**config.mk**
```make
export PLATFORM = sky130hd
export DESIGN_NAME = dot_countdown_top
export DESIGN_NICKNAME = d
export VERILOG_FILES = /design/src/common/dot_pkg.sv /design/src/dot_matrix/dot_matrix_scan.sv /design/src/dot_matrix/glyph_rom.sv /design/src/logic/apb_regs.sv /design/src/logic/countdown_timer.sv /design/src/logic/dot_countdown_top.sv
export SDC_FILE = /design/constraint.sdc
export NUM_CORES = 1
export LEC_CHECK = 0
export BUFFER_PORTS_ARGS = -buffer_cell sky130_fd_sc_hd__buf_2
export CORE_ASPECT_RATIO = 1.1
export CORE_UTILIZATION = 50
export CTS_CLUSTER_SIZE = 16
export DETAILED_ROUTE_END_ITERATION = 6
export PLACE_DENSITY_LB_ADDON = 0.25
export SETUP_SLACK_MARGIN = 0.15
export SYNTH_ARGS = -nofsm -noshare
export SYNTH_HDL_FRONTEND = slang
export SYNTH_SLANG_ARGS = --single-unit
```
**constraint.sdc**
```tcl
create_clock -name clk -period 2.52 [get_ports clk]
set_clock_uncertainty 0.05 [all_clocks]
set_input_delay 0 -clock clk [delete_from_list [all_inputs] [get_ports clk]]
set_output_delay 0 -clock clk [all_outputs]
set_load 0.03 [all_outputs]
```
**src/common/dot_pkg.sv**
```systemverilog
package dot_pkg;

    typedef logic [2:0] digit_t;
    typedef logic [2:0] row_idx_t;
    typedef logic [7:0] col_t;      // one bit per led, 1 = lit
    typedef logic [7:0] row_sel_t;  // active low
    typedef logic [3:0] apb_addr_t;
    typedef logic [31:0] apb_data_t;

    typedef struct packed {
        apb_addr_t paddr;
        logic      psel;
        logic      penable;
        logic      pwrite;
        apb_data_t pwdata;
    } apb_req_t;

    typedef struct packed {
        apb_data_t prdata;
        logic      pready;
        logic      pslverr;
    } apb_rsp_t;

    typedef struct packed {
        logic   start;  // single cycle
        logic   stop;   // single cycle
        digit_t load_value;
    } timer_cmd_t;

    typedef struct packed {
        digit_t digit;
        logic   running;
        logic   done;
    } timer_stat_t;

    typedef struct packed {
        row_sel_t row;
        col_t     colr;
        col_t     colg;
    } matrix_drive_t;

    localparam apb_addr_t REG_CTRL   = 4'h0;
    localparam apb_addr_t REG_LOAD   = 4'h4;
    localparam apb_addr_t REG_STATUS = 4'h8;

endpackage

```
**src/dot_matrix/dot_matrix_scan.sv**
```systemverilog
module dot_matrix_scan import dot_pkg::*; #(
    parameter int SCAN_DIV = 1
) (
    input  logic          clk,
    input  logic          rst,
    input  digit_t        digit,
    output matrix_drive_t drive
);

    localparam int SCAN_W = (SCAN_DIV > 1) ? $clog2(SCAN_DIV) : 1;

    logic [SCAN_W-1:0] scan_cnt;
    logic              scan_step;
    row_idx_t          row_idx;
    col_t              glyph_r;
    col_t              glyph_g;

    assign scan_step = (scan_cnt == SCAN_W'(SCAN_DIV - 1));

    always_ff @(posedge clk or posedge rst)
    begin
        if (rst)
        begin
            scan_cnt <= '0;
            row_idx  <= '0;
        end
        else if (scan_step)
        begin
            scan_cnt <= '0;
            row_idx  <= row_idx + row_idx_t'(1); // 7 wraps to 0
        end
        else
        begin
            scan_cnt <= scan_cnt + 1'b1;
        end
    end

    glyph_rom u_glyph (
        .digit   (digit),
        .row_idx (row_idx),
        .colr    (glyph_r),
        .colg    (glyph_g)
    );

    // row select and columns move on the same edge
    always_ff @(posedge clk or posedge rst)
    begin
        if (rst)
        begin
            drive.row  <= '1; // all rows off
            drive.colr <= '0;
            drive.colg <= '0;
        end
        else
        begin
            drive.row  <= ~(row_sel_t'(1) << row_idx);
            drive.colr <= glyph_r;
            drive.colg <= glyph_g;
        end
    end

    // first edge out of reset loads the first row
    a_one_row_low: assert property (
        @(posedge clk) disable iff (rst)
        !$past(rst) |-> $onehot(~drive.row)
    );

endmodule

```
**src/dot_matrix/glyph_rom.sv**
```systemverilog
module glyph_rom import dot_pkg::*; (
    input  digit_t   digit,
    input  row_idx_t row_idx,
    output col_t     colr,
    output col_t     colg
);

    col_t glyph;
    logic red_on;
    logic green_on;

    always_comb
    begin
        glyph = 8'b0000_0000; // row 0 and digits 6, 7 stay dark
        case (digit)
            3'd5:
                case (row_idx)
                    3'd1:       glyph = 8'b0111_1110;
                    3'd2:       glyph = 8'b0110_0000;
                    3'd3:       glyph = 8'b0111_1100;
                    3'd4, 3'd5: glyph = 8'b0000_0110;
                    3'd6:       glyph = 8'b0110_0110;
                    3'd7:       glyph = 8'b0011_1100;
                    default:    glyph = 8'b0000_0000;
                endcase
            3'd4:
                case (row_idx)
                    3'd1, 3'd6, 3'd7: glyph = 8'b0000_1100;
                    3'd2:             glyph = 8'b0001_1100;
                    3'd3:             glyph = 8'b0010_1100;
                    3'd4:             glyph = 8'b0100_1100;
                    3'd5:             glyph = 8'b0111_1110;
                    default:          glyph = 8'b0000_0000;
                endcase
            3'd3:
                case (row_idx)
                    3'd1, 3'd7: glyph = 8'b0011_1100;
                    3'd2, 3'd6: glyph = 8'b0110_0110;
                    3'd3, 3'd5: glyph = 8'b0000_0110;
                    3'd4:       glyph = 8'b0001_1100;
                    default:    glyph = 8'b0000_0000;
                endcase
            3'd2:
                case (row_idx)
                    3'd1:    glyph = 8'b0011_1100;
                    3'd2:    glyph = 8'b0110_0110;
                    3'd3:    glyph = 8'b0000_0110;
                    3'd4:    glyph = 8'b0000_1100;
                    3'd5:    glyph = 8'b0011_0000;
                    3'd6:    glyph = 8'b0110_0000;
                    3'd7:    glyph = 8'b0111_1110;
                    default: glyph = 8'b0000_0000;
                endcase
            3'd1:
                case (row_idx)
                    3'd3:    glyph = 8'b0011_1000;
                    3'd7:    glyph = 8'b0111_1110;
                    3'd0:    glyph = 8'b0000_0000;
                    default: glyph = 8'b0001_1000; // the stem
                endcase
            3'd0:
                case (row_idx)
                    3'd1, 3'd7: glyph = 8'b0011_1100;
                    3'd0:       glyph = 8'b0000_0000;
                    default:    glyph = 8'b0100_0010;
                endcase
            default:
                glyph = 8'b0000_0000;
        endcase
    end

    // 5,4 red; 3,2 yellow; 1,0 green
    assign red_on   = (digit >= 3'd2) && (digit <= 3'd5);
    assign green_on = (digit <= 3'd3);

    assign colr = red_on   ? glyph : '0;
    assign colg = green_on ? glyph : '0;

endmodule

```
**src/logic/apb_regs.sv**
```systemverilog
module apb_regs import dot_pkg::*; (
    input  logic        clk,
    input  logic        rst,
    input  apb_req_t    apb_req,
    output apb_rsp_t    apb_rsp,
    output timer_cmd_t  cmd,
    input  timer_stat_t stat
);

    logic   access;
    logic   wr_access;
    logic   rd_access;
    logic   addr_ok;
    logic   wr_ctrl;
    logic   wr_load;
    digit_t load_q;

    // second phase of a transfer, always completes
    assign access    = apb_req.psel && apb_req.penable;
    assign wr_access = access && apb_req.pwrite;
    assign rd_access = access && !apb_req.pwrite;

    always_comb
    begin
        case (apb_req.paddr)
            REG_CTRL, REG_LOAD, REG_STATUS: addr_ok = 1'b1;
            default:                        addr_ok = 1'b0;
        endcase
    end

    assign wr_ctrl = wr_access && (apb_req.paddr == REG_CTRL);
    assign wr_load = wr_access && (apb_req.paddr == REG_LOAD);

    always_ff @(posedge clk or posedge rst)
    begin
        if (rst)
            load_q <= digit_t'(5);
        else if (wr_load)
            load_q <= apb_req.pwdata[2:0];
    end

    // stop has priority over start
    assign cmd.stop       = wr_ctrl && apb_req.pwdata[1];
    assign cmd.start      = wr_ctrl && apb_req.pwdata[0] && !apb_req.pwdata[1];
    assign cmd.load_value = load_q;

    always_comb
    begin
        apb_rsp.prdata = '0;
        if (rd_access)
        begin
            case (apb_req.paddr)
                REG_LOAD:
                    apb_rsp.prdata[2:0] = load_q;
                REG_STATUS:
                begin
                    apb_rsp.prdata[2:0] = stat.digit;
                    apb_rsp.prdata[4]   = stat.running;
                    apb_rsp.prdata[5]   = stat.done;
                end
                default:
                    apb_rsp.prdata = '0; // ctrl reads as zero
            endcase
        end
    end

    assign apb_rsp.pready = 1'b1;

    // bad address, or write to the read-only status word
    assign apb_rsp.pslverr = access &&
                             (!addr_ok || (apb_req.pwrite && apb_req.paddr == REG_STATUS));

    a_penable_needs_psel: assert property (
        @(posedge clk) disable iff (rst)
        apb_req.penable |-> apb_req.psel
    );

endmodule

```
**src/logic/countdown_timer.sv**
```systemverilog
module countdown_timer import dot_pkg::*; #(
    parameter int TICK_DIV = 1000
) (
    input  logic        clk,
    input  logic        rst,
    input  timer_cmd_t  cmd,
    output timer_stat_t stat
);

    localparam int TICK_W = (TICK_DIV > 1) ? $clog2(TICK_DIV) : 1;

    typedef enum logic [1:0] {
        ST_IDLE,
        ST_RUN,
        ST_DONE
    } state_t;

    state_t            state;
    logic [TICK_W-1:0] tick_cnt;
    digit_t            digit_q;
    logic              tick_end;

    assign tick_end = (tick_cnt == TICK_W'(TICK_DIV - 1));

    always_ff @(posedge clk or posedge rst)
    begin
        if (rst)
        begin
            state    <= ST_IDLE;
            tick_cnt <= '0;
            digit_q  <= '0;
        end
        else if (cmd.stop)
        begin
            // digit and done stay as they are
            if (state == ST_RUN)
                state <= ST_IDLE;
        end
        else if (cmd.start)
        begin
            digit_q  <= cmd.load_value;
            tick_cnt <= '0;
            if (cmd.load_value == '0)
                state <= ST_DONE; // nothing to count
            else
                state <= ST_RUN;
        end
        else if (state == ST_RUN)
        begin
            if (tick_end)
            begin
                tick_cnt <= '0;
                digit_q  <= digit_q - digit_t'(1);
                if (digit_q == digit_t'(1))
                    state <= ST_DONE;
            end
            else
            begin
                tick_cnt <= tick_cnt + 1'b1;
            end
        end
    end

    assign stat.digit   = digit_q;
    assign stat.running = (state == ST_RUN);
    assign stat.done    = (state == ST_DONE);

    // only a (re)start may move the digit upwards
    a_no_count_up: assert property (
        @(posedge clk) disable iff (rst)
        (state == ST_RUN && !cmd.start) |=> (digit_q <= $past(digit_q))
    );

endmodule

```
**src/logic/dot_countdown_top.sv**
```systemverilog
module dot_countdown_top import dot_pkg::*; #(
    parameter int TICK_DIV = 1000,
    parameter int SCAN_DIV = 1
) (
    input  logic          clk,
    input  logic          rst,
    input  apb_req_t      apb_req,
    output apb_rsp_t      apb_rsp,
    output matrix_drive_t drive
);

    timer_cmd_t  cmd;
    timer_stat_t stat;

    apb_regs u_regs (
        .clk     (clk),
        .rst     (rst),
        .apb_req (apb_req),
        .apb_rsp (apb_rsp),
        .cmd     (cmd),
        .stat    (stat)
    );

    countdown_timer #(
        .TICK_DIV (TICK_DIV)
    ) u_timer (
        .clk  (clk),
        .rst  (rst),
        .cmd  (cmd),
        .stat (stat)
    );

    dot_matrix_scan #(
        .SCAN_DIV (SCAN_DIV)
    ) u_scan (
        .clk   (clk),
        .rst   (rst),
        .digit (stat.digit), // shown digit straight from the timer
        .drive (drive)
    );

endmodule

```
Word level (Yosys, flattened, before mapping). Cells that the tools add are included.

Muxes and demuxes: 27. Shifts and indexed selects: 1. Reduce and logical (&&, ||, !) cells: 32. Add/sub/neg operators: 4. Bitwise operators: 2. Order comparisons: 3. Equality and inequality tests: 18.

Operators with widths (count): one-hot mux 7 bit (7 select lines) (1); one-hot mux 8 bit (6 select lines) (1); one-hot mux 7 bit (6 select lines) (1); one-hot mux 7 bit (5 select lines) (1); two-way mux 10 bit (3); one-hot mux 7 bit (4 select lines) (1); one-hot mux 7 bit (3 select lines) (1); equality test 3 bit, second input constant (6); two-way mux 2 bit (8); two-way mux 8 bit (2); one-hot mux 7 bit (2 select lines) (1); equality test 3 x 2 -> 1 bit, second input constant (4); logical AND 1 bit (11); adder 10 x 1 -> 10 bit, second input constant (1); equality test 10 bit, second input constant (1); zero test 3 bit (3); two-way mux 3 bit (3); NOT 8 bit (1); OR reduction 2 bit (4); left shift 1 x 3 -> 8 bit, first input constant (1); equality test 3 x 1 -> 1 bit, second input constant (2); two-way mux 6 bit (1); one-hot mux 3 bit (2 select lines) (1); nonzero test 3 bit (2); 21 further kinds (26).

Register bits after elaboration: 46. Logic and storage cells: 96. Bits of input ports: 41. Output and inout bits: 58.

Logic depth before layout (Yosys ltp).
Word-level depth: 7. Gate-level depth with buffers: 8. Depth with buffers taken out: 7.

Modules after synthesis. Synthesis repeated with hierarchy kept, for this count alone.

Cells, all modules: 304. Area, all modules: 2922.8 um^2.

Modules (own cells, without submodules): countdown_timer (area each 909.6 um^2, cells an instance 91, times used 1, sequential area each 375.4 um^2); dot_matrix_scan (area each 817.0 um^2, cells an instance 46, times used 1, sequential area each 685.7 um^2); glyph_rom (area each 721.9 um^2, cells an instance 109, times used 1, sequential area each 0.0 um^2); apb_regs (area each 474.2 um^2, cells an instance 58, times used 1, sequential area each 77.6 um^2).

Worst setup path after synthesis. Ideal clock, no wire load.

Path type: register to register. Start point: reg u_scan.row_idx[1]. End point: reg, netlist name u_scan.drive[11]. Path slack: 0.246 ns. Setup time: 0.144 ns. Stages on the path, launching flop included: 8. Path buffers: 1. Arrival: 2.080 ns. Period minus slack after synthesis: 2.274 ns. Data required time: 2.326 ns. Cell sequence: dfrtp_1 > ha_1 > ha_1 > clkbuf_1 > o311ai_1 > o21ai_1 > or4_1 > nor2b_1.

Cells in the longest elaborated chain, start to end: 5. Elaborated cells between the ends (all ways): 21. Those cells by class: eq/ne (7); mux (8); reduce/logical (6).

Ends and longest elaborated chain: start: declaration (line dot_matrix_scan.sv:14) `row_idx_t row_idx;`; start signal: assignment (line dot_matrix_scan.sv:30) `row_idx <= row_idx + row_idx_t'(1);`; equality test 3 x 1 -> 1 bit (tied with other cells); OR reduction 3 bit (tied with other cells) (line glyph_rom.sv:27) `case (row_idx)`; one-hot mux 7 bit (5 select lines) (tied with other cells) (line glyph_rom.sv:27); one-hot mux 8 bit (6 select lines) * (line glyph_rom.sv:15) `case (digit)`; two-way mux 8 bit * (line glyph_rom.sv:76) `assign colr = red_on ? glyph : '0;`; via u_scan.glyph_r[3] (line dot_matrix_scan.sv:15) `col_t glyph_r;`.

The timed path passes the listed nets; every way through them passes the cells marked *. A chain may end at the register's enable or synchronous reset.

Final worst setup path.
Start point: reg u_scan.row_idx[1]. End point: reg, netlist name u_scan.drive[1].

Cells in the longest elaborated chain, start to end: 5. Elaborated cells between the ends (all ways): 21. Those cells by class: eq/ne (7); mux (8); reduce/logical (6).

Ends and longest elaborated chain: equality test 3 x 1 -> 1 bit (tied with other cells); OR reduction 3 bit (tied with other cells) (line glyph_rom.sv:27); one-hot mux 7 bit (5 select lines) (tied with other cells) (line glyph_rom.sv:27); one-hot mux 8 bit (6 select lines) * (line glyph_rom.sv:15); two-way mux 8 bit * (line glyph_rom.sv:77) `assign colg = green_on ? glyph : '0;`; via u_scan.glyph_g[1] (line dot_matrix_scan.sv:16) `col_t glyph_g;`.

Marks and branches as above.

==> reports/qor.yml <==
hold_path.class: "in -> reg"
rsz0062_at_grt: "true"
area_delta_synth_final_pct: 14.6
dpl.hpwl_microns: 3850
hold_end: "u_timer.state[1]"
initial_core_util_pct: 52.8
synth_seq_area_share_pct: 38.8
antenna_found_initial: 0
synth-compound-area-share_pct: 15.2
grt_pass1_wl_microns: 9330
yosysMostFrequentCell: "buf_4"
firstDrtPassIters: 4
cts_root_buf: "clkbuf_8"
min-delay-start: "apb_req[38]"
end_kind: "register"
netlist.area_leader.share_pct: 29.0
ys.flop_type: "dfrtp_1"
p_leak_uw: 0.00143
yosys.area_share.adder_pct: 7.96
whs_path_depth: 4
synth-simple-area-share_pct: 22.5
io_pins: 99
synth.avg_cell_area_sq_um: 9.25
syn_inst: 289
synth_top_family_by_area: "simple AND/OR/NAND/NOR gates"
dr_total_vias: 2229
grt_pass1_vias: 2045
synthXorXnorAreaFrac_pct: 1.31
finalSetupTns_ns: 0
required_ns: 2.63
power_density_mw_per_mm2: 520
layout.nets: 393
status: "complete, no violations"
hold_viol: 0
cts_tree: "done"
seqCellArea_sq_mm: 0.00104
clk_pin_slew_ns: 0.08
routed_wirelength_microns: 5640
antennaDiodeCount: 0
fin_crit_sh_pct: 91.0
whs_ns: 0.0822
row_count: 27
yosys-top-cells-area: "dfrtp_1 29%, dfstp_2 9.8%, buf_4 9.0%, ha_1 8.0%, nor2_1 3.9%"
arrival_ns: 2.40
peakVddDrop_v: 0.000254
r2r-start: "u_scan.row_idx[1]"
post-synth-top-area-cell: "dfrtp_1"
cts.sinks: 41
synthArstFlopShare_pct: 100
yosysUniqueCellTypes: 60
total_power_uw: 1590
reg2reg_to: "u_scan.drive[1]"
grt_overflow: 0
cap_violations: 0
numPortBuffers: 37
die_area_sq_mm: 0.00564
reg2reg_slack_ns: 0.23
synthTopCellsByCount: "32 x buf_4, 31 x dfrtp_1, 28 x nor2_1"
synthMuxAreaShare_pct: 2.06
chipHeight_microns: 78.7
path_max_fanout: 7
htreeDepth: 2
synth_warnings: 0
fin_crit_ns: 2.29
setup_viol: 0
synth_edf_count: 0
synth.cell_area_sq_mm: 0.00267
clock.fmax_mhz: 436
clock_path_buffers: 2
core_area_sq_mm: 0.00507
antenna_left: 0
grt_usage_pct: 20.9
drive_above_1_share_pct: 25.6
gp_congestion: 0.971
drcViolationCount: 0
worst_slew_pin_slew_ns: 0.834
reg2regPathDepth: 8
start_kind: "register"
nFillCells: 447
dr.first_iter.drc_count: 194
clock_latency_ns: 0.30
multiInputGateArea_sq_mm: 0.00149
synth-seq-cells: 41
grt_max_degree: 42
cts-buffers-inserted: 5
maxSlewHeadroom_pct: 43.6
avgRoutedWirePerCell_microns: 14.3
slew_viol_final: 0
fp.dieW_microns: 71.7
crit_type: "reg -> reg"
viasPerCell: 5.66
state kept, by name, indices dropped and copies added (netlist names):
register and count:
u_regs.load_q 3, u_scan.drive 20, u_scan.row_idx 3, u_timer.digit_q 3
u_timer.state 2, u_timer.tick_cnt 10
cell type report:
class	count	share of cell area (%)
clock inverters	3	2.25
clock buffers	5	2.25
multi-input cells	226	48.6
repair buffers	47	8.82
flip-flops and latches	41	34.0
well taps	58	2.37
inverters	14	1.72
metrics by stage:
step | cell area (sq um) | util (%) | cells | setup slack, ns
floorplan | 2790 | - | 319 | 0.246
global placement | 2830 | 55.8 | 382 | 0.122
detailed placement | 2830 | 55.8 | 382 | 0.0914
CTS | 3020 | 59.5 | 394 | 0.165
global route | 3060 | 60.4 | 394 | 0.129
finish | 3060 | 60.4 | 394 | 0.227
layout by cell type (no fill, tap or decap), types with 4 or more instances in the layout:
cell type / n
dfrtp_1: 29
dfstp_2: 10
nor2_1: 28
conb_1: 32
inv_1: 13
dlygate4sd3_1: 4
buf_2: 37
nor3_1: 11
nor4_1: 4
nor2b_1: 9
a21oi_1: 9
buf_4: 6
nand2_1: 20
nand3_1: 13
o21ai_1: 4
mux2_2: 4
ha_1: 14
clkbuf_8: 5
critical path, stage by stage (launching register included):
cell	delay (ns)
dfrtp_2	0.44
inv_1	0.12
ha_1	0.27
or2_2	0.30
o311ai_2	0.27
buf_4	0.19
o211ai_1	0.10
a211o_1	0.29
nor2b_1	0.13
worst max-delay path by stage:
stage	from	slack [ns]	end	cells after the start
after detailed placement	u_scan.row_idx[1]	0.09	u_scan.drive[3]	6
after global routing	u_scan.row_idx[1]	0.13	u_scan.drive[3]	8
after global placement	u_scan.row_idx[2]	0.12	u_scan.drive[3]	6
final	u_scan.row_idx[1]	0.23	u_scan.drive[1]	8
after floorplan	u_scan.row_idx[1]	0.25	u_scan.drive[11]	7
after CTS	u_scan.row_idx[2]	0.17	u_scan.drive[3]	6
logic make-up (layout without fill, tap and decap cells):
family | Yosys count | count (layout)
simple gates | 114 | 114
mux | 5 | 5
buf+inv | 52 | 69
compound gates | 54 | 54
fa+ha+maj | 17 | 17
xor+xnor | 4 | 4
flops | 41 | 41
other cells | 2 | 32
per-layer routing:
layer | vias up | GRT usage, % | wire (microns)
met5 | - | 0 | 0
met2 | 91 | 33.6 | 2680
met3 | 16 | 4.31 | 287
met1 | 1065 | 27.0 | 2510
met4 | 0 | 9.80 | 169
li1 | 1057 | - | -
power breakdown:
| part | internal [uW] | leakage [uW] | switching [uW] |
|---|---|---|---|
| sequential | 681 | 0.000501 | 27.2 |
| clock | 399 | 0.0000687 | 241 |
| combinational | 82.6 | 0.000855 | 161 |
| total | 1160 | 0.00143 | 430 |
what timing repair did:
item	4_1_cts	5_1_grt
hold buffers	4	0
pin swaps	0	1
resized for setup	3	11
setup buffers	0	0
endpoints found under the setup margin	5	12
hold endpoints to repair	34	0
Note: power is estimated with default switching activity, not from simulation.
